==> config.mk <==
export PLATFORM = sky130hd
export DESIGN_NAME = cpc_io_top
export DESIGN_NICKNAME = d
export VERILOG_FILES = /design/src/logic/cpc_io_pkg.sv /design/src/logic/io_cmd_if.sv /design/src/logic/io_write_decoder.sv /design/src/logic/io_cmd_fifo.sv /design/src/logic/gate_array_regs.sv /design/src/logic/cpc_io_top.sv
export SDC_FILE = /design/constraint.sdc
export NUM_CORES = 1
export LEC_CHECK = 0
export BUFFER_PORTS_ARGS = -buffer_cell sky130_fd_sc_hd__buf_2
export CORE_UTILIZATION = 30
export CTS_CLUSTER_DIAMETER = 200
export DETAILED_ROUTE_END_ITERATION = 8
export GPL_TIMING_DRIVEN = 0
export HOLD_SLACK_MARGIN = 0.08
export PLACE_DENSITY_LB_ADDON = 0.05
export SLEW_MARGIN = 30
export SYNTH_ARGS = -nofsm -noshare
export SYNTH_HDL_FRONTEND = slang
export SYNTH_SLANG_ARGS = --single-unit
==> constraint.sdc <==
create_clock -name clk_cpu -period 7.2 [get_ports clk_cpu]
set_input_delay 1.08 -clock clk_cpu [delete_from_list [all_inputs] [get_ports clk_cpu]]
set_output_delay 1.08 -clock clk_cpu [all_outputs]
set_load 0.005 [all_outputs]
==> src/logic/cpc_io_pkg.sv <==
package cpc_io_pkg;

  // ==================================================
  // Bus and register widths
  // ==================================================
  typedef logic [15:0] addr_t;       // CPU address bus
  typedef logic [7:0]  byte_t;       // CPU data byte
  typedef logic [3:0]  pen_t;        // Palette index
  typedef logic [4:0]  color_t;      // Hardware colour number
  typedef logic [9:0]  scr_start_t;  // CRTC screen start, R12/R13
  typedef logic [4:0]  crtc_idx_t;   // CRTC register index

  // ==================================================
  // Register command targets
  // ==================================================
  // One value per register group a write can reach
  typedef enum logic [3:0] {
    ga_pen_sel,    // GA function 0, pen / border select
    ga_color,      // GA function 1, colour for selected pen
    ga_rom_mode,   // GA function 2, mode and ROM disables
    ga_ram_cfg,    // GA function 3, RAM banking
    rom_bank_sel,  // Upper ROM select
    ppi_a_wr,      // PPI port A latch
    ppi_c_wr,      // PPI port C latch
    crtc_index,    // CRTC register select
    crtc_data      // CRTC register data
  } cmd_target_e;

  // ==================================================
  // I/O address decode
  // ==================================================
  // Gate array responds on A15:A14 = 01
  localparam logic [1:0] GA_PAGE = 2'b01;

  // Full upper-byte pages
  localparam byte_t PPI_A_PAGE     = 8'hf4;
  localparam byte_t PPI_C_PAGE     = 8'hf6;
  localparam byte_t CRTC_SEL_PAGE  = 8'hbc;
  localparam byte_t CRTC_DATA_PAGE = 8'hbd;

  // CRTC start address registers
  localparam crtc_idx_t CRTC_REG_START_HI = 5'd12;  // Bits 9:8 of start
  localparam crtc_idx_t CRTC_REG_START_LO = 5'd13;  // Bits 7:0 of start

  // ==================================================
  // Command FIFO and palette sizing
  // ==================================================
  localparam int CMD_FIFO_DEPTH = 4;
  localparam int FIFO_PTR_W     = $clog2(CMD_FIFO_DEPTH);

  typedef logic [FIFO_PTR_W-1:0] fifo_ptr_t;  // Read / write pointer
  typedef logic [FIFO_PTR_W:0]   fifo_cnt_t;  // Occupancy, 0..depth

  localparam int NUM_PENS = 16;  // Ink palette entries

endpackage

==> src/logic/io_cmd_if.sv <==
// One decoded register write moving between blocks
interface io_cmd_if import cpc_io_pkg::*; ();

  logic        cmd_valid;   // Command present
  cmd_target_e cmd_target;  // Which register group
  byte_t       cmd_data;    // Write data of the cycle
  logic        cmd_border;  // Address bit 4, GA border select
  logic        cmd_ready;   // Receiver takes it this edge

  // Sending side
  modport src (
    output cmd_valid,
    output cmd_target,
    output cmd_data,
    output cmd_border,
    input  cmd_ready
  );

  // Receiving side
  modport dst (
    input  cmd_valid,
    input  cmd_target,
    input  cmd_data,
    input  cmd_border,
    output cmd_ready
  );

endinterface

==> src/logic/io_write_decoder.sv <==
// Turns CPU I/O write cycles into register commands
// Purely combinational, no state
module io_write_decoder import cpc_io_pkg::*; (
  input  logic  i_bus_valid,  // Write cycle on the bus
  output logic  o_bus_ready,  // Cycle taken this edge
  input  addr_t i_addr,
  input  byte_t i_wdata,
  io_cmd_if.src cmd
);

  logic        ga_cs;        // Gate array page
  logic        rom_bank_cs;  // Upper ROM select, A13 low
  byte_t       page;         // Upper address byte
  logic        hit;          // Some decode matched
  cmd_target_e target;

  // ==================================================
  // Chip selects
  // ==================================================
  assign ga_cs       = (i_addr[15:14] == GA_PAGE);
  assign rom_bank_cs = ~i_addr[13];
  assign page        = i_addr[15:8];

  // ==================================================
  // Target select
  // ==================================================
  // Gate array first, then ROM select, then full pages
  always_comb begin
    hit    = 1'b1;
    target = ga_pen_sel;
    if (ga_cs) begin
      // Function number in data bits 7:6
      case (i_wdata[7:6])
        2'd0:    target = ga_pen_sel;
        2'd1:    target = ga_color;
        2'd2:    target = ga_rom_mode;
        default: target = ga_ram_cfg;
      endcase
    end else if (rom_bank_cs) begin
      target = rom_bank_sel;
    end else if (page == PPI_A_PAGE) begin
      target = ppi_a_wr;
    end else if (page == PPI_C_PAGE) begin
      target = ppi_c_wr;  // Also carries PSG bus control
    end else if (page == CRTC_SEL_PAGE) begin
      target = crtc_index;
    end else if (page == CRTC_DATA_PAGE) begin
      target = crtc_data;
    end else begin
      // Nothing here, cycle is swallowed
      hit = 1'b0;
    end
  end

  // ==================================================
  // Command side
  // ==================================================
  // Unmatched cycles still wait for ready, then vanish
  assign cmd.cmd_valid  = i_bus_valid & hit;
  assign cmd.cmd_target = target;
  assign cmd.cmd_data   = i_wdata;
  assign cmd.cmd_border = i_addr[4];  // Only meaningful for GA fn 0

  // Bus stalls whenever the queue is full
  assign o_bus_ready = cmd.cmd_ready;

endmodule

==> src/logic/io_cmd_fifo.sv <==
// Small circular queue of register commands
// Push and pop allowed on the same edge
module io_cmd_fifo import cpc_io_pkg::*; (
  input  logic  clk_cpu,
  input  logic  pwr_up_reset_n,
  io_cmd_if.dst wr_side,  // From decoder
  io_cmd_if.src rd_side,  // To register block
  output logic  o_full
);

  // Entry storage
  cmd_target_e tgt_mem    [CMD_FIFO_DEPTH];
  byte_t       data_mem   [CMD_FIFO_DEPTH];
  logic        border_mem [CMD_FIFO_DEPTH];

  fifo_ptr_t wr_ptr;
  fifo_ptr_t rd_ptr;
  fifo_cnt_t count;
  logic      push;
  logic      pop;

  // ==================================================
  // Handshakes
  // ==================================================
  assign o_full            = (count == fifo_cnt_t'(CMD_FIFO_DEPTH));
  assign wr_side.cmd_ready = ~o_full;
  assign push              = wr_side.cmd_valid & wr_side.cmd_ready;
  assign pop               = rd_side.cmd_valid & rd_side.cmd_ready;

  // Head of queue straight out of the array
  assign rd_side.cmd_valid  = (count != '0);
  assign rd_side.cmd_target = tgt_mem[rd_ptr];
  assign rd_side.cmd_data   = data_mem[rd_ptr];
  assign rd_side.cmd_border = border_mem[rd_ptr];

  // ==================================================
  // Storage write
  // ==================================================
  always_ff @(posedge clk_cpu) begin
    if (push) begin
      tgt_mem[wr_ptr]    <= wr_side.cmd_target;
      data_mem[wr_ptr]   <= wr_side.cmd_data;
      border_mem[wr_ptr] <= wr_side.cmd_border;
    end
  end

  // ==================================================
  // Pointers and occupancy
  // ==================================================
  always_ff @(posedge clk_cpu) begin
    if (!pwr_up_reset_n) begin
      wr_ptr <= '0;
      rd_ptr <= '0;
      count  <= '0;
    end else begin
      if (push)
        wr_ptr <= (wr_ptr == fifo_ptr_t'(CMD_FIFO_DEPTH - 1)) ? '0 : wr_ptr + 1'b1;
      if (pop)
        rd_ptr <= (rd_ptr == fifo_ptr_t'(CMD_FIFO_DEPTH - 1)) ? '0 : rd_ptr + 1'b1;
      case ({push, pop})
        2'b10:   count <= count + 1'b1;  // Fill
        2'b01:   count <= count - 1'b1;  // Drain
        default: count <= count;         // Both or neither
      endcase
    end
  end

endmodule

==> src/logic/gate_array_regs.sv <==
// Control registers of the machine, written by queued commands
module gate_array_regs import cpc_io_pkg::*; (
  input  logic       clk_cpu,
  input  logic       pwr_up_reset_n,
  input  logic       i_cfg_hold,        // Stall, stands in for wait/load
  io_cmd_if.dst      cmd,
  input  pen_t       i_pen_index,       // Palette read address
  output color_t     o_pen_color,
  output color_t     o_border_color,
  output logic [1:0] o_mode,
  output logic       o_lo_rom_disable,
  output logic       o_hi_rom_disable,
  output logic [2:0] o_ram_bank,
  output logic [2:0] o_ram_config,
  output byte_t      o_rom_bank,
  output byte_t      o_ppi_a,
  output byte_t      o_ppi_c,
  output scr_start_t o_scr_start
);

  logic      apply;            // Command taken this edge
  logic      border_selected;  // GA fn 0 picked the border
  pen_t      pen;              // Current pen for GA fn 1
  crtc_idx_t crtc_reg;         // Selected CRTC register
  color_t    palette [NUM_PENS];

  // ==================================================
  // Command acceptance
  // ==================================================
  assign cmd.cmd_ready = ~i_cfg_hold;
  assign apply         = cmd.cmd_valid & cmd.cmd_ready;

  // Palette lookup, no register stage
  assign o_pen_color = palette[i_pen_index];

  // ==================================================
  // Register updates
  // ==================================================
  always_ff @(posedge clk_cpu) begin
    if (!pwr_up_reset_n) begin
      border_selected  <= 1'b0;
      pen              <= '0;
      crtc_reg         <= '0;
      o_border_color   <= '0;
      o_mode           <= '0;
      o_lo_rom_disable <= 1'b0;
      o_hi_rom_disable <= 1'b0;
      o_ram_bank       <= '0;
      o_ram_config     <= '0;
      o_rom_bank       <= '0;
      o_ppi_a          <= '0;
      o_ppi_c          <= '0;
      o_scr_start      <= '0;
      // Palette is visible on a port, so it starts black
      for (int i = 0; i < NUM_PENS; i++)
        palette[i] <= '0;
    end else if (apply) begin
      case (cmd.cmd_target)
        ga_pen_sel: begin
          border_selected <= cmd.cmd_border;
          if (!cmd.cmd_data[4])
            pen <= cmd.cmd_data[3:0];  // Bit 4 set keeps the old pen
        end
        ga_color: begin
          if (border_selected)
            o_border_color <= cmd.cmd_data[4:0];
          else
            palette[pen] <= cmd.cmd_data[4:0];
        end
        ga_rom_mode: begin
          o_hi_rom_disable <= cmd.cmd_data[3];
          o_lo_rom_disable <= cmd.cmd_data[2];
          o_mode           <= cmd.cmd_data[1:0];
        end
        ga_ram_cfg: begin
          o_ram_bank   <= cmd.cmd_data[5:3];
          o_ram_config <= cmd.cmd_data[2:0];
        end
        rom_bank_sel: o_rom_bank <= cmd.cmd_data;
        ppi_a_wr:     o_ppi_a    <= cmd.cmd_data;  // PSG data bus
        ppi_c_wr:     o_ppi_c    <= cmd.cmd_data;  // PSG control, kbd row
        crtc_index:   crtc_reg   <= cmd.cmd_data[4:0];
        crtc_data: begin
          // Only the start address is kept
          if (crtc_reg == CRTC_REG_START_HI)
            o_scr_start[9:8] <= cmd.cmd_data[1:0];
          if (crtc_reg == CRTC_REG_START_LO)
            o_scr_start[7:0] <= cmd.cmd_data;
        end
        default: ;
      endcase
    end
  end

endmodule

==> src/logic/cpc_io_top.sv <==
// I/O write path: decoder -> command FIFO -> register block
module cpc_io_top import cpc_io_pkg::*; (
  input  logic       clk_cpu,
  input  logic       pwr_up_reset_n,
  input  logic       i_valid,           // CPU I/O write cycle
  input  logic       i_cfg_hold,        // Stall the register block
  input  addr_t      i_addr,
  input  byte_t      i_wdata,
  output logic       o_ready,           // Cycle accepted this edge
  input  pen_t       i_pen_index,
  output color_t     o_pen_color,
  output color_t     o_border_color,
  output logic [1:0] o_mode,
  output logic       o_lo_rom_disable,
  output logic       o_hi_rom_disable,
  output logic [2:0] o_ram_bank,
  output logic [2:0] o_ram_config,
  output byte_t      o_rom_bank,
  output byte_t      o_ppi_a,
  output byte_t      o_ppi_c,
  output scr_start_t o_scr_start
);

  // ==================================================
  // Command links
  // ==================================================
  io_cmd_if dec_cmd ();  // Decoder to FIFO
  io_cmd_if reg_cmd ();  // FIFO to registers

  // ==================================================
  // Producer
  // ==================================================
  io_write_decoder u_decoder (
    .i_bus_valid (i_valid),
    .o_bus_ready (o_ready),
    .i_addr      (i_addr),
    .i_wdata     (i_wdata),
    .cmd         (dec_cmd.src)
  );

  // ==================================================
  // Buffer
  // ==================================================
  io_cmd_fifo u_fifo (
    .clk_cpu        (clk_cpu),
    .pwr_up_reset_n (pwr_up_reset_n),
    .wr_side        (dec_cmd.dst),
    .rd_side        (reg_cmd.src),
    .o_full         ()              // Ready already carries it
  );

  // ==================================================
  // Consumer
  // ==================================================
  gate_array_regs u_regs (
    .clk_cpu          (clk_cpu),
    .pwr_up_reset_n   (pwr_up_reset_n),
    .i_cfg_hold       (i_cfg_hold),
    .cmd              (reg_cmd.dst),
    .i_pen_index      (i_pen_index),
    .o_pen_color      (o_pen_color),
    .o_border_color   (o_border_color),
    .o_mode           (o_mode),
    .o_lo_rom_disable (o_lo_rom_disable),
    .o_hi_rom_disable (o_hi_rom_disable),
    .o_ram_bank       (o_ram_bank),
    .o_ram_config     (o_ram_config),
    .o_rom_bank       (o_rom_bank),
    .o_ppi_a          (o_ppi_a),
    .o_ppi_c          (o_ppi_c),
    .o_scr_start      (o_scr_start)
  );

endmodule

==> metrics.log <==
[metrics] outcome: complete, no violations
[metrics] total routing resource utilization after global routing: 15.9%
[metrics] number of H-tree levels: 4
[metrics] Worst Max-Slew Pin Slew: 0.955 ns
[metrics] hold slack: 0.456 ns
[metrics] min-delay worst type: register to register
[metrics] share of the clock period used by the worst path after layout: 56.4%
[metrics] fraction of final layout cells sized beyond drive strength 1: 22.1%
[metrics] synth unique cells: 43
[metrics] critical path's most frequent cell: mux4_2
[metrics] Die Y: 167 um
[metrics] standby leakage power: 0.00334 uW
[metrics] CTS tree: yes
[metrics] post-CTS setup buffer count: 0
[metrics] ys flop type: edfxtp_1
[metrics] maximum capacitance violations: 0
[metrics] total of endpoints with negative setup slack in the final report: 0
[metrics] crit start category: input pin
[metrics] cells taking the most area after synthesis: edfxtp_1 49%, dfxtp_1 17%, mux4_2 10%, nor2_1 4.1%, mux2i_1 3.2%
[metrics] final number of max-transition violations: 0
[metrics] Power Dens Cells: 277 nW/um^2
[metrics] number of flip-flops under the largest register name: 80
[metrics] DRC violation total after the first TritonRoute iteration: 275
[metrics] core region area: 26400 sq um
[metrics] cell taking the most area after synthesis: edfxtp_1
[metrics] YS warnings: 0
[metrics] sequential cell fraction of total power: 49.3%
[metrics] Remaining Overflow, GRT: 0
[metrics] Arrival @ worst endpoint: 2.98 ns
[metrics] Area growth, synth to finish: 17.3%
[metrics] vias in the first global route: 5479
[metrics] total of cells resized after clock tree synthesis: 0
[metrics] Cell Area, Synth: 8150 sq um
[metrics] average via count per standard cell: 4.87
[metrics] Synth Register Bits: 200
[metrics] length of the first detailed-routing pass in iterations: 5
[metrics] diodes inserted: 0
[metrics] final hold vios: 0
[metrics] Total Neg Setup Slack: 0 ns
[metrics] maximum vdd ir drop: 0.132 mV
[metrics] number of buffers inserted during clock tree synthesis: 17
[metrics] via count: 5133
[metrics] count of input and output buffers: 75
[metrics] post-detailed-route DRC marker count: 0
[metrics] maximum fanout count along the critical path: 10
[metrics] Initial Util: 30.9%
[metrics] DP HPWL: 15400 um
[metrics] fin nets: 744
[metrics] post-layout worst setup margin: 3.14 ns
[metrics] part of the Yosys area used for sequential elements: 65.4%
[metrics] Filler cells: 2580
[metrics] wire length of the first global-routing pass: 32800 um
[metrics] Cell Area, Placed: 8940 sq um
[metrics] synth cell count leaders: 132 x edfxtp_1, 90 x nor2_1, 68 x dfxtp_1, 55 x nand2_1, 50 x o21ai_0
[metrics] routed wire length: 21100 um
[metrics] share of total power in combinational logic: 13.7%
[metrics] cell depth of the worst min-delay path: 2
[metrics] Async SR Flop Fraction: 0%
[metrics] instance count of the mapped netlist: 611
[metrics] Crit path largest cell delay: 0.64 ns
[metrics] maximum buffer depth of the clock tree: 2
[metrics] root buffer cell: clkbuf_16
[metrics] number of enable flip-flop cells after synthesis: 132
[metrics] power share of the clock group: 36.9%
[metrics] Placement Rows: 59
[metrics] highest achievable clock rate: 246 MHz
[metrics] RSZ-0062 raised after global routing: false
[metrics] clock insertion delay at the later pin of the skew report: 0.43 ns
[metrics] power dissipated by switching net loads: 718 uW
[metrics] worst-case headroom to the max-slew limit: 35.6%
[metrics] pin count of the biggest net entering global routing: 20
[metrics] Avg Cell Area, Syn: 13.3 sq um
[metrics] library cell contributing the largest single delay on the critical path: mux4_2
[metrics] final estimated routing congestion in global placement: 0.737
[metrics] largest reg by FF count: u_regs.palette
[metrics] Place WS: 2.99 ns
[metrics] mean routed wirelength per cell: 20.0 um
[metrics] placed cells: 1021
[metrics] count of placed standard cells in the final layout, fillers left out: 1053
[metrics] required time reported for the critical path endpoint: 6.12 ns
[metrics] remaining antenna violation count: 0
[metrics] syn nets: 650
[metrics] cell with the most instances after synthesis: edfxtp_1
[metrics] depth of the worst register-to-register path: 6
[metrics] final cell area excluding filler cells: 9550 sq um
[metrics] Switching Fraction: 27.1%
[metrics] critical setup path kind: input pin to output port
[metrics] Largest regs: u_regs.palette (80), u_fifo.data_mem (32), u_fifo.tgt_mem (16)
[metrics] cells along the critical path: clkbuf_1 -> mux4_2 -> mux4_2 -> buf_2
[metrics] clock-pin transition on the worst setup and hold timing paths: 0.08 ns
[metrics] antenna violations before repair: 0
[metrics] crit path capture type: output port
[metrics] clock skew after layout: 0.0180 ns
[metrics] horizontal die dimension: 167 um
[metrics] shortest period the worst path allows: 4.06 ns
[metrics] count of clock tree sinks: 200
[metrics] overall die area: 27800 sq um
[metrics] hold_buf cts: 0
[metrics] number of ports placed on the die boundary: 87
[metrics] post-synth top area share: 48.7%
[metrics] Int Pwr: 1930 uW
==> power groups by stage <==
stage	clock network (uW)	logic [uW]	registers, uW
after global placement	0	370	1330
after CTS	998	376	1310
after floorplan	0	242	1320
after global routing	1040	402	1310
after detailed placement	0	375	1330
final	978	364	1310
==> critical path: cells and delay by family <==
family | cells | cell delay (ns)
multiplexers | 2 | 1.12
buffers and inverters | 2 | 0.77
==> layout by cell type (no fill, tap or decap), types with 3 or more instances in the layout <==
cell type / netlist / layout
mux4_2: 36 / 36
edfxtp_1: 132 / 132
nor4_1: 3 / 3
o21ai_0: 50 / 48
nand2b_1: 5 / 5
and2_1: 6 / 6
buf_1: 5 / 5
nand4_1: 3 / 3
nor3_1: 4 / 4
o21ai_1: 5 / 7
buf_2: 5 / 80
dfxtp_1: 68 / 68
or2_2: 3 / 3
inv_1: 10 / 10
nor2b_1: 9 / 9
nand4b_1: 3 / 3
mux2i_1: 26 / 26
nand2_1: 55 / 55
clkbuf_16: 0 / 19
ha_1: 6 / 6
inv_6: 0 / 4
nor2_1: 90 / 90
inv_8: 0 / 3
nand3_1: 43 / 43
clkbuf_1: 18 / 17
==> worst paths after layout <==
check,start,endpoint,slack (ns)
setup / recovery,i_pen_index[0],o_pen_color[3],3.14
hold / removal,u_regs.o_ppi_a[5],u_regs.o_ppi_a[5],0.46
hold reg to reg,u_regs.o_ppi_a[5],u_regs.o_ppi_a[5],0.46
setup reg to reg,register,u_regs.palette[3][4],3.62
==> final cells by class <==
| cell class | instances | area, sq um | area share [%] |
|---|---|---|---|
| plain buffers | 29 | 124 | 1.30 |
| clock buffers | 20 | 489 | 5.12 |
| clock inverters | 12 | 121 | 1.27 |
| inverters | 10 | 37.5 | 0.393 |
| multi-input cells | 372 | 2660 | 27.8 |
| flip-flops and latches | 200 | 5330 | 55.8 |
| well taps | 335 | 419 | 4.39 |
| repair buffers | 75 | 375 | 3.93 |
==> stage by stage <==
stage | total power [uW] | utilization [%]
3_5_place_dp | 1710 | 33.9
4_1_cts | 2680 | 36.2
3_3_place_gp | 1700 | 33.9
2_1_floorplan | 1560 | -
6_report | 2650 | 36.2
5_1_grt | 2760 | 36.2
==> cell families after synthesis <==
kind of cell	Yosys count	synth area share [%]
adders and majority gates	7	1.17
and+or+nand+nor	235	13.3
xor gates and xnor gates	2	0.215
AOI/OAI and AO/OA	64	4.18
muxes	64	13.8
DFF	200	65.4
buffers and inverters	39	1.97
==> per-layer routing <==
metal	wire, um	global-route usage, %	up-vias	share of wire [%]
met3	687	2.99	13	3.3
met5	0	0	-	0
met4	201	4.67	0	0.95
met1	9010	18.8	2588	43
li1	-	-	2435	-
met2	11200	29.0	97	53
Power figures use the tool's default switching activity.
